--- config.mk ---
export PLATFORM = sky130hd
export DESIGN_NAME = rename_top
export DESIGN_NICKNAME = d
export VERILOG_FILES = /design/src/rtl/rename_pkg.sv /design/src/rtl/dispatch_pkg.sv /design/src/rtl/rename_ifs.sv /design/src/rtl/dispatch_tagger.sv /design/src/rtl/rename_map.sv /design/src/rtl/operand_lookup.sv /design/src/rtl/rename_top.sv
export VERILOG_INCLUDE_DIRS = /design/src /design/src/rtl
export SDC_FILE = /design/constraint.sdc
export NUM_CORES = 2
export LEC_CHECK = 0
export ABC_AREA = 0
export ABC_CLOCK_PERIOD_IN_PS = 3500
export BUFFER_PORTS_ARGS = -buffer_cell sky130_fd_sc_hd__clkbuf_2
export CORE_MARGIN = 2
export CORE_UTILIZATION = 65
export CTS_BUF_LIST = sky130_fd_sc_hd__clkbuf_8
export DETAILED_ROUTE_END_ITERATION = 10
export GPL_ROUTABILITY_DRIVEN = 0
export HOLD_SLACK_MARGIN = 0.1
export PLACE_DENSITY = 0.87
export SYNTH_ARGS = -nofsm -noshare
export SYNTH_HDL_FRONTEND = slang
export SYNTH_HIERARCHICAL = 1
export SYNTH_SLANG_ARGS = --single-unit
--- constraint.sdc ---
create_clock -name clk -period 3.5 [get_ports clk]
set_input_delay 0 -clock clk [delete_from_list [all_inputs] [get_ports clk]]
set_output_delay 0 -clock clk [all_outputs]
set_load 0.1 [all_outputs]
--- src/rtl/rename_cfg.svh ---
// ==============================
// sizes for the rename stage
// include wherever a width or a count is needed
// ==============================
`ifndef RENAME_CFG_SVH
`define RENAME_CFG_SVH

// dispatch slots presented each cycle
`define RN_SLOTS    4
`define RN_AREGS    64
`define RN_AREG_W   6
`define RN_TAG_W    6
`define RN_RD_PORTS 2

// register 0 is always hard-wired, this is the second one
`define RN_ZERO_B   32

`endif

--- src/rtl/rename_pkg.sv ---
// ==============================
// types for the rename source table
// register indices, ROB tags and table entries
// ==============================
`include "rename_cfg.svh"

package rename_pkg;

	// architectural register index
	typedef logic [`RN_AREG_W-1:0] areg_t;

	// reorder buffer tag
	typedef logic [`RN_TAG_W-1:0] rob_tag_t;

	// one source entry per architectural register
	// when in_rf is set the value sits in the register file and
	// half and tag are held at zero
	typedef struct packed {
		logic     in_rf;
		logic     half;
		rob_tag_t tag;
	} src_entry_t;

	// entry for a register whose value is in the register file
	localparam src_entry_t RF_ENTRY = '{
		in_rf: 1'b1,
		half:  1'b0,
		tag:   '0
	};

endpackage

--- src/rtl/dispatch_pkg.sv ---
// ==============================
// types for dispatch slots and the
// per-slot map write requests
// ==============================

package dispatch_pkg;

	// one dispatch slot as it arrives from decode
	typedef struct packed {
		logic              valid;
		logic              queued;
		logic              rfw;
		rename_pkg::areg_t rd;
		rename_pkg::areg_t rd2;
	} slot_t;

	// write request for the rename map
	// rd2 of zero lands on hard-wired register 0
	typedef struct packed {
		logic                 en;
		rename_pkg::areg_t    rd;
		rename_pkg::areg_t    rd2;
		rename_pkg::rob_tag_t tag;
	} map_wr_t;

endpackage

--- src/rtl/rename_ifs.sv ---
// ==============================
// interfaces between the tagger, the
// rename map and the operand lookup
// map_write_if carries registered slot writes
// map_read_if carries the combinational read ports
// ==============================
`timescale 1ns/1ps
`include "rename_cfg.svh"

interface map_write_if;

	dispatch_pkg::map_wr_t req [`RN_SLOTS];
	// flush level forwarded from the pipeline
	logic flush;

	modport tagger (
		output req,
		output flush
	);

	modport map (
		input req,
		input flush
	);

endinterface

interface map_read_if;

	rename_pkg::areg_t                addr  [`RN_RD_PORTS];
	logic             [`RN_RD_PORTS-1:0] in_rf;
	logic             [`RN_RD_PORTS-1:0] half;
	rename_pkg::rob_tag_t             tag   [`RN_RD_PORTS];

	modport lookup (
		output addr,
		input  in_rf,
		input  half,
		input  tag
	);

	modport map (
		input  addr,
		output in_rf,
		output half,
		output tag
	);

endinterface

--- src/rtl/dispatch_tagger.sv ---
// ==============================
// assigns ROB tags to queued dispatch slots
// and registers one map write per slot
// requests reach the rename map one cycle later
// ==============================
`timescale 1ns/1ps
`include "rename_cfg.svh"

module dispatch_tagger (
	input  logic                  clk,
	input  logic                  rst,
	input  logic                  flush,
	input  dispatch_pkg::slot_t   slots [`RN_SLOTS],
	input  rename_pkg::rob_tag_t  rob_tail,
	output logic [2:0]            dispatch_count,
	map_write_if.tagger           wr
);

	logic [`RN_SLOTS-1:0]   accept;
	logic [`RN_SLOTS-1:0]   valid_vec;
	logic [2:0]             accept_cnt;
	rename_pkg::rob_tag_t   slot_tag [`RN_SLOTS];
	dispatch_pkg::map_wr_t  req_q [`RN_SLOTS];

	// ==============================
	// acceptance chain
	// ==============================
	// invalid slots are skipped, the first valid slot that is not
	// queued stops the walk for every slot above it
	always_comb begin
		logic       stop;
		logic [2:0] cnt;
		stop = 1'b0;
		cnt = '0;
		for (int i = 0; i < `RN_SLOTS; i++) begin
			valid_vec[i] = slots[i].valid;
			accept[i] = 1'b0;
			slot_tag[i] = rob_tail + rename_pkg::rob_tag_t'(cnt);
			if (slots[i].valid && !stop) begin
				if (slots[i].queued) begin
					accept[i] = 1'b1;
					cnt = cnt + 3'd1;
				end else begin
					stop = 1'b1;
				end
			end
		end
		accept_cnt = cnt;
	end

	// ==============================
	// request registers
	// ==============================
	always_ff @(posedge clk) begin
		// a flush drops whatever is dispatched in the same cycle
		if (rst || flush) begin
			dispatch_count <= '0;
			for (int i = 0; i < `RN_SLOTS; i++)
				req_q[i].en <= 1'b0;
		end else begin
			dispatch_count <= accept_cnt;
			for (int i = 0; i < `RN_SLOTS; i++)
				req_q[i].en <= accept[i] && slots[i].rfw;
		end
		for (int i = 0; i < `RN_SLOTS; i++) begin
			req_q[i].rd <= slots[i].rd;
			req_q[i].rd2 <= slots[i].rd2;
			req_q[i].tag <= slot_tag[i];
		end
	end

	assign wr.req = req_q;
	assign wr.flush = flush;

	// never more slots accepted than were valid on the cycle before
	a_count_bound: assert property (@(posedge clk) disable iff (rst)
		32'(dispatch_count) <= $past($countones(valid_vec)))
		else $error("dispatch_count %0d above valid slot count", dispatch_count);

endmodule

--- src/rtl/rename_map.sv ---
// ==============================
// rename source table, one entry per register
// updated by commit, slot writes and flush
// read ports are combinational
// ==============================
`timescale 1ns/1ps
`include "rename_cfg.svh"

module rename_map (
	input  logic                 clk,
	input  logic                 rst,
	input  logic                 commit_valid,
	input  rename_pkg::rob_tag_t commit_tag,
	map_write_if.map             wr,
	map_read_if.map              rd
);

	rename_pkg::src_entry_t src [`RN_AREGS];

	// ==============================
	// table update
	// ==============================
	// later assignments win, so the order below is the priority
	// from lowest to highest
	always_ff @(posedge clk) begin
		if (rst) begin
			for (int r = 0; r < `RN_AREGS; r++)
				src[r] <= rename_pkg::RF_ENTRY;
		end else begin
			// commit returns registers still waiting on this tag
			if (commit_valid) begin
				for (int r = 0; r < `RN_AREGS; r++) begin
					if (!src[r].in_rf && src[r].tag == commit_tag)
						src[r] <= rename_pkg::RF_ENTRY;
				end
			end

			// slot writes in ascending order, rd before rd2
			// an unused rd2 is zero and gets overwritten by the forcing below
			for (int s = 0; s < `RN_SLOTS; s++) begin
				if (wr.req[s].en) begin
					src[wr.req[s].rd] <= '{
						in_rf: 1'b0,
						half:  1'b0,
						tag:   wr.req[s].tag
					};
					src[wr.req[s].rd2] <= '{
						in_rf: 1'b0,
						half:  1'b1,
						tag:   wr.req[s].tag
					};
				end
			end

			if (wr.flush) begin
				for (int r = 0; r < `RN_AREGS; r++)
					src[r] <= rename_pkg::RF_ENTRY;
			end

			// hard-wired registers never wait on a tag
			src[0] <= rename_pkg::RF_ENTRY;
			src[`RN_ZERO_B] <= rename_pkg::RF_ENTRY;
		end
	end

	// ==============================
	// read ports
	// ==============================
	always_comb begin
		for (int p = 0; p < `RN_RD_PORTS; p++) begin
			rd.in_rf[p] = src[rd.addr[p]].in_rf;
			rd.half[p] = src[rd.addr[p]].half;
			rd.tag[p] = src[rd.addr[p]].tag;
		end
	end

	a_zero_regs: assert property (@(posedge clk) disable iff (rst)
		src[0].in_rf && src[`RN_ZERO_B].in_rf)
		else $error("hard-wired register lost in_rf");

endmodule

--- src/rtl/operand_lookup.sv ---
// ==============================
// operand source lookup
// drives the map read addresses and registers
// each returned entry for the execute stage
// ==============================
`timescale 1ns/1ps
`include "rename_cfg.svh"

module operand_lookup (
	input  logic                         clk,
	input  logic                         rst,
	input  rename_pkg::areg_t            rd_addr [`RN_RD_PORTS],
	output logic [`RN_RD_PORTS-1:0]      rd_in_rf,
	output logic [`RN_RD_PORTS-1:0]      rd_half,
	output rename_pkg::rob_tag_t         rd_tag  [`RN_RD_PORTS],
	map_read_if.lookup                   rd
);

	// addresses go straight to the table, results come back the same cycle
	always_comb begin
		for (int p = 0; p < `RN_RD_PORTS; p++)
			rd.addr[p] = rd_addr[p];
	end

	always_ff @(posedge clk) begin
		if (rst) begin
			rd_in_rf <= '1;
			rd_half <= '0;
		end else begin
			rd_in_rf <= rd.in_rf;
			rd_half <= rd.half;
		end
		// the tag is payload and only meaningful while in_rf is clear
		for (int p = 0; p < `RN_RD_PORTS; p++)
			rd_tag[p] <= rd.tag[p];
	end

	// ==============================
	// checks
	// ==============================
	// the table clears half whenever a register returns to the
	// register file, so a ready operand never carries the half bit
	a_ready_half: assert property (@(posedge clk) disable iff (rst)
		(rd_in_rf & rd_half) == '0)
		else $error("rd_half set on in_rf operand, in_rf %b half %b",
			rd_in_rf, rd_half);

endmodule

--- src/rtl/rename_top.sv ---
// ==============================
// register rename stage top level
// plain ports in, tagger feeds the rename map,
// operand lookup reads it back out
// ==============================
`timescale 1ns/1ps
`include "rename_cfg.svh"

module rename_top (
	input  logic                    clk,
	input  logic                    rst,
	input  logic [`RN_SLOTS-1:0]    slot_valid,
	input  logic [`RN_SLOTS-1:0]    slot_queued,
	input  logic [`RN_SLOTS-1:0]    slot_rfw,
	input  rename_pkg::areg_t       slot_rd  [`RN_SLOTS],
	input  rename_pkg::areg_t       slot_rd2 [`RN_SLOTS],
	input  rename_pkg::rob_tag_t    rob_tail,
	output logic [2:0]              dispatch_count,
	input  logic                    commit_valid,
	input  rename_pkg::rob_tag_t    commit_tag,
	input  logic                    flush,
	input  rename_pkg::areg_t       rd_addr [`RN_RD_PORTS],
	output logic [`RN_RD_PORTS-1:0] rd_in_rf,
	output logic [`RN_RD_PORTS-1:0] rd_half,
	output rename_pkg::rob_tag_t    rd_tag  [`RN_RD_PORTS]
);

	dispatch_pkg::slot_t slots [`RN_SLOTS];

	map_write_if wr_if ();
	map_read_if  rd_if ();

	always_comb begin
		for (int i = 0; i < `RN_SLOTS; i++) begin
			slots[i].valid = slot_valid[i];
			slots[i].queued = slot_queued[i];
			slots[i].rfw = slot_rfw[i];
			slots[i].rd = slot_rd[i];
			slots[i].rd2 = slot_rd2[i];
		end
	end

	dispatch_tagger u_tagger (
		.clk            (clk),
		.rst            (rst),
		.flush          (flush),
		.slots          (slots),
		.rob_tail       (rob_tail),
		.dispatch_count (dispatch_count),
		.wr             (wr_if.tagger)
	);

	rename_map u_map (
		.clk          (clk),
		.rst          (rst),
		.commit_valid (commit_valid),
		.commit_tag   (commit_tag),
		.wr           (wr_if.map),
		.rd           (rd_if.map)
	);

	operand_lookup u_lookup (
		.clk      (clk),
		.rst      (rst),
		.rd_addr  (rd_addr),
		.rd_in_rf (rd_in_rf),
		.rd_half  (rd_half),
		.rd_tag   (rd_tag),
		.rd       (rd_if.lookup)
	);

endmodule

==> results_dict.tcl, run 1 <==
set metrics [dict create \
    total_global_routing_track_utilization_pct 69.17 \
    rows 100 \
    vias_in_the_first_global_route 57863 \
    yosys_cell_types 97 \
    die_y_um 278.4 \
    number_of_buffers_on_the_longest_clock_path 3 \
    sequential_fraction_of_the_synthesis_area_pct 32.43 \
    grt_start_max_net_pins 63 \
    dominantRegCellSynth "edfxtp_1" \
    last-stage-reached "global routing (5_1_grt)" \
    dpl_worst_slack_ns 0.2513 \
    synth_async_sr_flop_share_pct 0 \
    root_buffer "clkbuf_8" \
    grt.overflow.total 1 \
    grt_first_pass_wirelength_um 388800 \
    syn_inst 5263 \
    syn_avg_cell_area_um2 9.300 \
    outcome "stopped before the end" \
    fp.dieW_um 278.4 \
    synth.ff_latch_count 607 \
    cts.repair_timing.setup_buffer_count 0 \
    starting_density_pct 65.75 \
    cts.htree.levels 3 \
    yosysWarnings 6 \
    hpwl_um 171800 \
    error_line "[ERROR GRT-0116] Global routing finished with congestion. Check the congestion regions in the DRC Viewer." \
    port_buffers 106 \
    syn_area_um2 48950 \
    synth-edff-count 372 \
    cts-buffers-inserted 103 \
    clock_sink_count 607 \
    io-pin-count 107 \
]
-- logic make-up after synthesis --
| family | Yosys count | synth area share [%] |
|---|---|---|
| simple gates | 1755 | 17.75 |
| compound gates | 1603 | 23.00 |
| flops | 607 | 32.43 |
| buf+inv | 567 | 4.642 |
| xor+xnor | 386 | 6.907 |
| mux | 333 | 15.00 |
| fa+ha+maj | 9 | 0.2403 |
| other cells | 3 | 0.02301 |
-- cells in the mapped netlist (44+ instances only) --
cell type,number,area (um2)
clkbuf_1,376,1411
xnor2_1,222,1944
nand2_1,518,1944
nor2b_1,103,644.4
nand4_1,65,406.6
o31ai_1,202,1516
a21oi_1,121,605.6
xor2_1,164,1436
a31oi_1,44,275.3
o22ai_1,210,1314
o21ai_0,336,1682
dfxtp_1,235,4705
a221oi_1,330,2890
edfxtp_1,372,11170
and3_1,54,337.8
a22oi_1,48,360.4
mux4_2,320,7207
buf_1,75,281.5
nor3_1,118,590.6
nor2_1,447,1678
inv_1,51,191.4
nand3_1,144,720.7
-- metrics by stage --
stage	cell area, um2	instances
3_3_place_gp	51610	6166
3_5_place_dp	51610	6166
2_1_floorplan	49000	5277
4_1_cts	55140	6504
-- what timing repair did --
action | CTS
endpoints found under the hold margin | 101
gates resized for setup | 0
hold buffers | 145
-- routing by layer --
metal	track usage (%)	GRT overflow
met2	81.08	1
met3	59.60	0
met1	69.34	0
met5	39.77	0
met4	65.29	0
==> run 2: changes to the inputs <==
Settings changed: CORE_UTILIZATION 65 to 40, CTS_BUF_LIST sky130_fd_sc_hd__clkbuf_8 to unset, HOLD_SLACK_MARGIN 0.1 to unset, PLACE_DENSITY 0.87 to unset, PLACE_DENSITY_LB_ADDON set to 0.15.
==> results_dict.tcl, run 2 <==
set metrics [dict create \
    wire_per_inst_um 38.44 \
    r2r_slack_ns 0.07 \
    registers.top_by_ff_count "u_map/src" \
    hold_path_depth 2 \
    synth_most_common_cell "nand2_1" \
    vias_in_the_first_global_route 49687 \
    insertion_delay_ns 0.71 \
    rr_endpoint "u_map/src[33][3]$_DFFE_PP_" \
    total_global_routing_track_utilization_pct 42.57 \
    fp.dieW_um 353.8 \
    power.density_nw_per_um2 360.8 \
    starting_density_pct 40.27 \
    clock_slew_at_the_register_clock_pins_of_the_worst_setup_and_hold_paths_ns 0.06 \
    die_y_um 353.8 \
    detail_route.iter0.violations 11040 \
    max_freq_mhz 291.4 \
    firstDrtPassIters 11 \
    crit_path_class "reg2reg" \
    yosysWarnings 6 \
    finalCritPeriodShare_pct 98.04 \
    critPathMaxStageDelay_ns 0.80 \
    grt_start_max_net_pins 63 \
    syn_inst 5263 \
    cts-buffers-inserted 77 \
    count_of_nets_left_with_antenna_violations_after_detail_routing 0 \
    vdd_drop_max_uv 408.6 \
    place.detailed.instances 6947 \
    holdCritPathClass "in2reg" \
    dominantRegCellSynth "edfxtp_1" \
    sequential_fraction_of_the_synthesis_area_pct 32.43 \
    grt_first_pass_wirelength_um 380000 \
    most_used_cells_in_the_layout_excluding_fill_and_tap_cells "nand2_1, nor2_1, buf_4, edfxtp_1, o21ai_0" \
    via_per_inst 7.502 \
    netlist_top_cells_count "nand2_1, nor2_1, clkbuf_1" \
    grt_setup_unrepaired "false" \
    max-cap-violations 0 \
    power.combinational.fraction_pct 17.6 \
    crit_buf_inv 0 \
    synth_area_leaders "edfxtp_1, mux4_2, dfxtp_1" \
    hpwl_um 202200 \
    port_buffers 106 \
    timing.critical_path.from "u_tagger/wr.req[56]$_SDFF_PP0_" \
    synth_top_area_cell "edfxtp_1" \
    rows 128 \
    number_of_failing_setup_endpoints_in_the_final_timing_report 0 \
    die-area_um2 125200 \
    grt.overflow.total 0 \
    cts.repair_timing.setup_buffer_count 0 \
    critical_path.endpoint_type "flop" \
    path_max_fanout 14 \
    grt_antenna_before_repair 22 \
    fillerInstances 11519 \
    largest_register_ff_count 512 \
    syn_area_um2 48950 \
    share_clk_of_total_power_pct 41.0 \
    detailroute.via_count 54069 \
    cts_tree "done" \
    root_buffer "clkbuf_16" \
    endpoint_required_time_on_the_critical_path_ns 3.91 \
    io-pin-count 107 \
    cell_internal_pwr_mw 14.01 \
    r2r.worst_path.cells 6 \
    flow.area_growth_from_synthesis_pct 16.92 \
    critical_path.slowest_cell "nor4b_4" \
    postCtsResizedCells 0 \
    design.final.nets 5601 \
    seq_power_share_pct 41.3 \
    setup_tns_ns 0 \
    finalMaxSlewViolations 0 \
    outcome "complete, no violations" \
    total_leakage_power_nw 20.11 \
    drive_gt1_share_pct 20.11 \
    syn_avg_cell_area_um2 9.300 \
    switching_power_total_mw 6.642 \
    synth_async_sr_flop_share_pct 0 \
    routed_wl_um 277000 \
    layout_commonest_cell "nand2_1" \
    finalCriticalPeriod_ns 3.432 \
    drcViolationCount 0 \
    cts.htree.levels 3 \
    clock-skew-final_ns 0.05261 \
    synth-edff-count 372 \
    synth.ff_latch_count 607 \
    worst_tran_pin_value_ns 1.275 \
    yosys_cell_types 97 \
    startpoint_type "flop" \
    power.switching_fraction_pct 32.16 \
    final_hold_viol_count 0 \
    clock_sink_count 607 \
    number_of_buffers_on_the_longest_clock_path 3 \
    timing.critical_path.arrival_ns 3.84 \
    hold-path-endpoint "u_tagger/wr.req[26]$_DFF_P_" \
    regToRegStartpoint "u_tagger/wr.req[56]$_SDFF_PP0_" \
    cp_cell_sequence "nor4b_4 > nand2_2 > o21ai_2 > nor2_1 > a221oi_1 > o21ai_0" \
    crit_family "simple AND/OR/NAND/NOR gates" \
    floorplan.core_area_um2 121600 \
    hold_path.startpoint "slot_rd2[7]" \
    synth_top_area_share_pct 22.82 \
    slew_headroom_pct 14.97 \
    instances_no_fill 7207 \
]
run 2: final cells by class:
type / count / area, um2 / area share (%)
flip-flops and latches: 607 / 15920 / 27.82
diodes: 14 / 35.03 / 0.06122
clock buffers: 101 / 2152 / 3.760
multi-input cells: 4103 / 30880 / 53.96
inverters: 51 / 191.4 / 0.3345
well taps: 1625 / 2033 / 3.553
clock inverters: 41 / 459.2 / 0.8024
repair buffers: 665 / 5558 / 9.712
run 2: what timing repair did:
| item | CTS | global route |
|---|---|---|
| hold buffers | 104 | 0 |
| setup endpoints to repair | 0 | 0 |
| hold endpoints to repair | 79 | 0 |
run 2: worst reg2reg max path, cell delays in order, from the launching register on:
cell and delay, ns:
dfxtp_1 0.71, nor4b_4 0.81, nand2_2 0.39, o21ai_2 0.51, nor2_1 0.22, a221oi_1 0.30
o21ai_0 0.22
run 2: kinds of logic after synthesis:
| kind of cell | share of synthesized area (%) |
|---|---|
| xor gates and xnor gates | 6.907 |
| buffers and inverters | 4.642 |
| muxes | 15.00 |
| DFF | 32.43 |
| and+or+nand+nor | 17.75 |
| other | 0.02301 |
| adders and majority gates | 0.2403 |
| AOI/OAI and AO/OA | 23.00 |
run 2: how the worst max path moves through the flow:
stage | endpoint | depth (start not counted)
floorplan | u_lookup/rd_in_rf[1]$_SDFF_PP1_ | 9
global placement | u_map/src[61][2]$_DFFE_PP_ | 9
detailed placement | u_map/src[61][2]$_DFFE_PP_ | 9
CTS | u_map/src[59][2]$_DFFE_PP_ | 7
global route | u_map/src[59][1]$_DFFE_PP_ | 7
finish | u_map/src[33][3]$_DFFE_PP_ | 6
run 2: through the flow:
stage / utilization, % / hold WS (ns) / total power, mW / worst slack, ns / area (um2)
after floorplan: - / 0.02772 / 10.19 / 0.9210 / 49000
after global placement: 44.05 / 0.1035 / 11.93 / 0.2802 / 53540
after detailed placement: 44.05 / 0.1039 / 11.95 / 0.3209 / 53540
after CTS: 47.05 / 0.001204 / 20.38 / 0.3436 / 57190
after global routing: 47.05 / 0.06281 / 20.90 / 0.09598 / 57200
final: 47.08 / 0.04678 / 20.65 / 0.06849 / 57230
run 2: metal layers:
| layer | part of all wire, % | global-route usage [%] |
|---|---|---|
| met5 | 0.17 | 0.8679 |
| met3 | 17 | 18.73 |
| met4 | 8.5 | 27.97 |
| met2 | 39 | 58.74 |
| met1 | 35 | 53.54 |
run 2: power groups by stage:
stage | clock [mW] | combinational [mW] | sequential, mW
2_1_floorplan | 0 | 1.90 | 8.29
3_3_place_gp | 0 | 3.32 | 8.60
3_5_place_dp | 0 | 3.34 | 8.61
4_1_cts | 8.48 | 3.43 | 8.46
5_1_grt | 8.76 | 3.64 | 8.51
6_report | 8.47 | 3.64 | 8.53
Power figures use the tool's default switching activity.
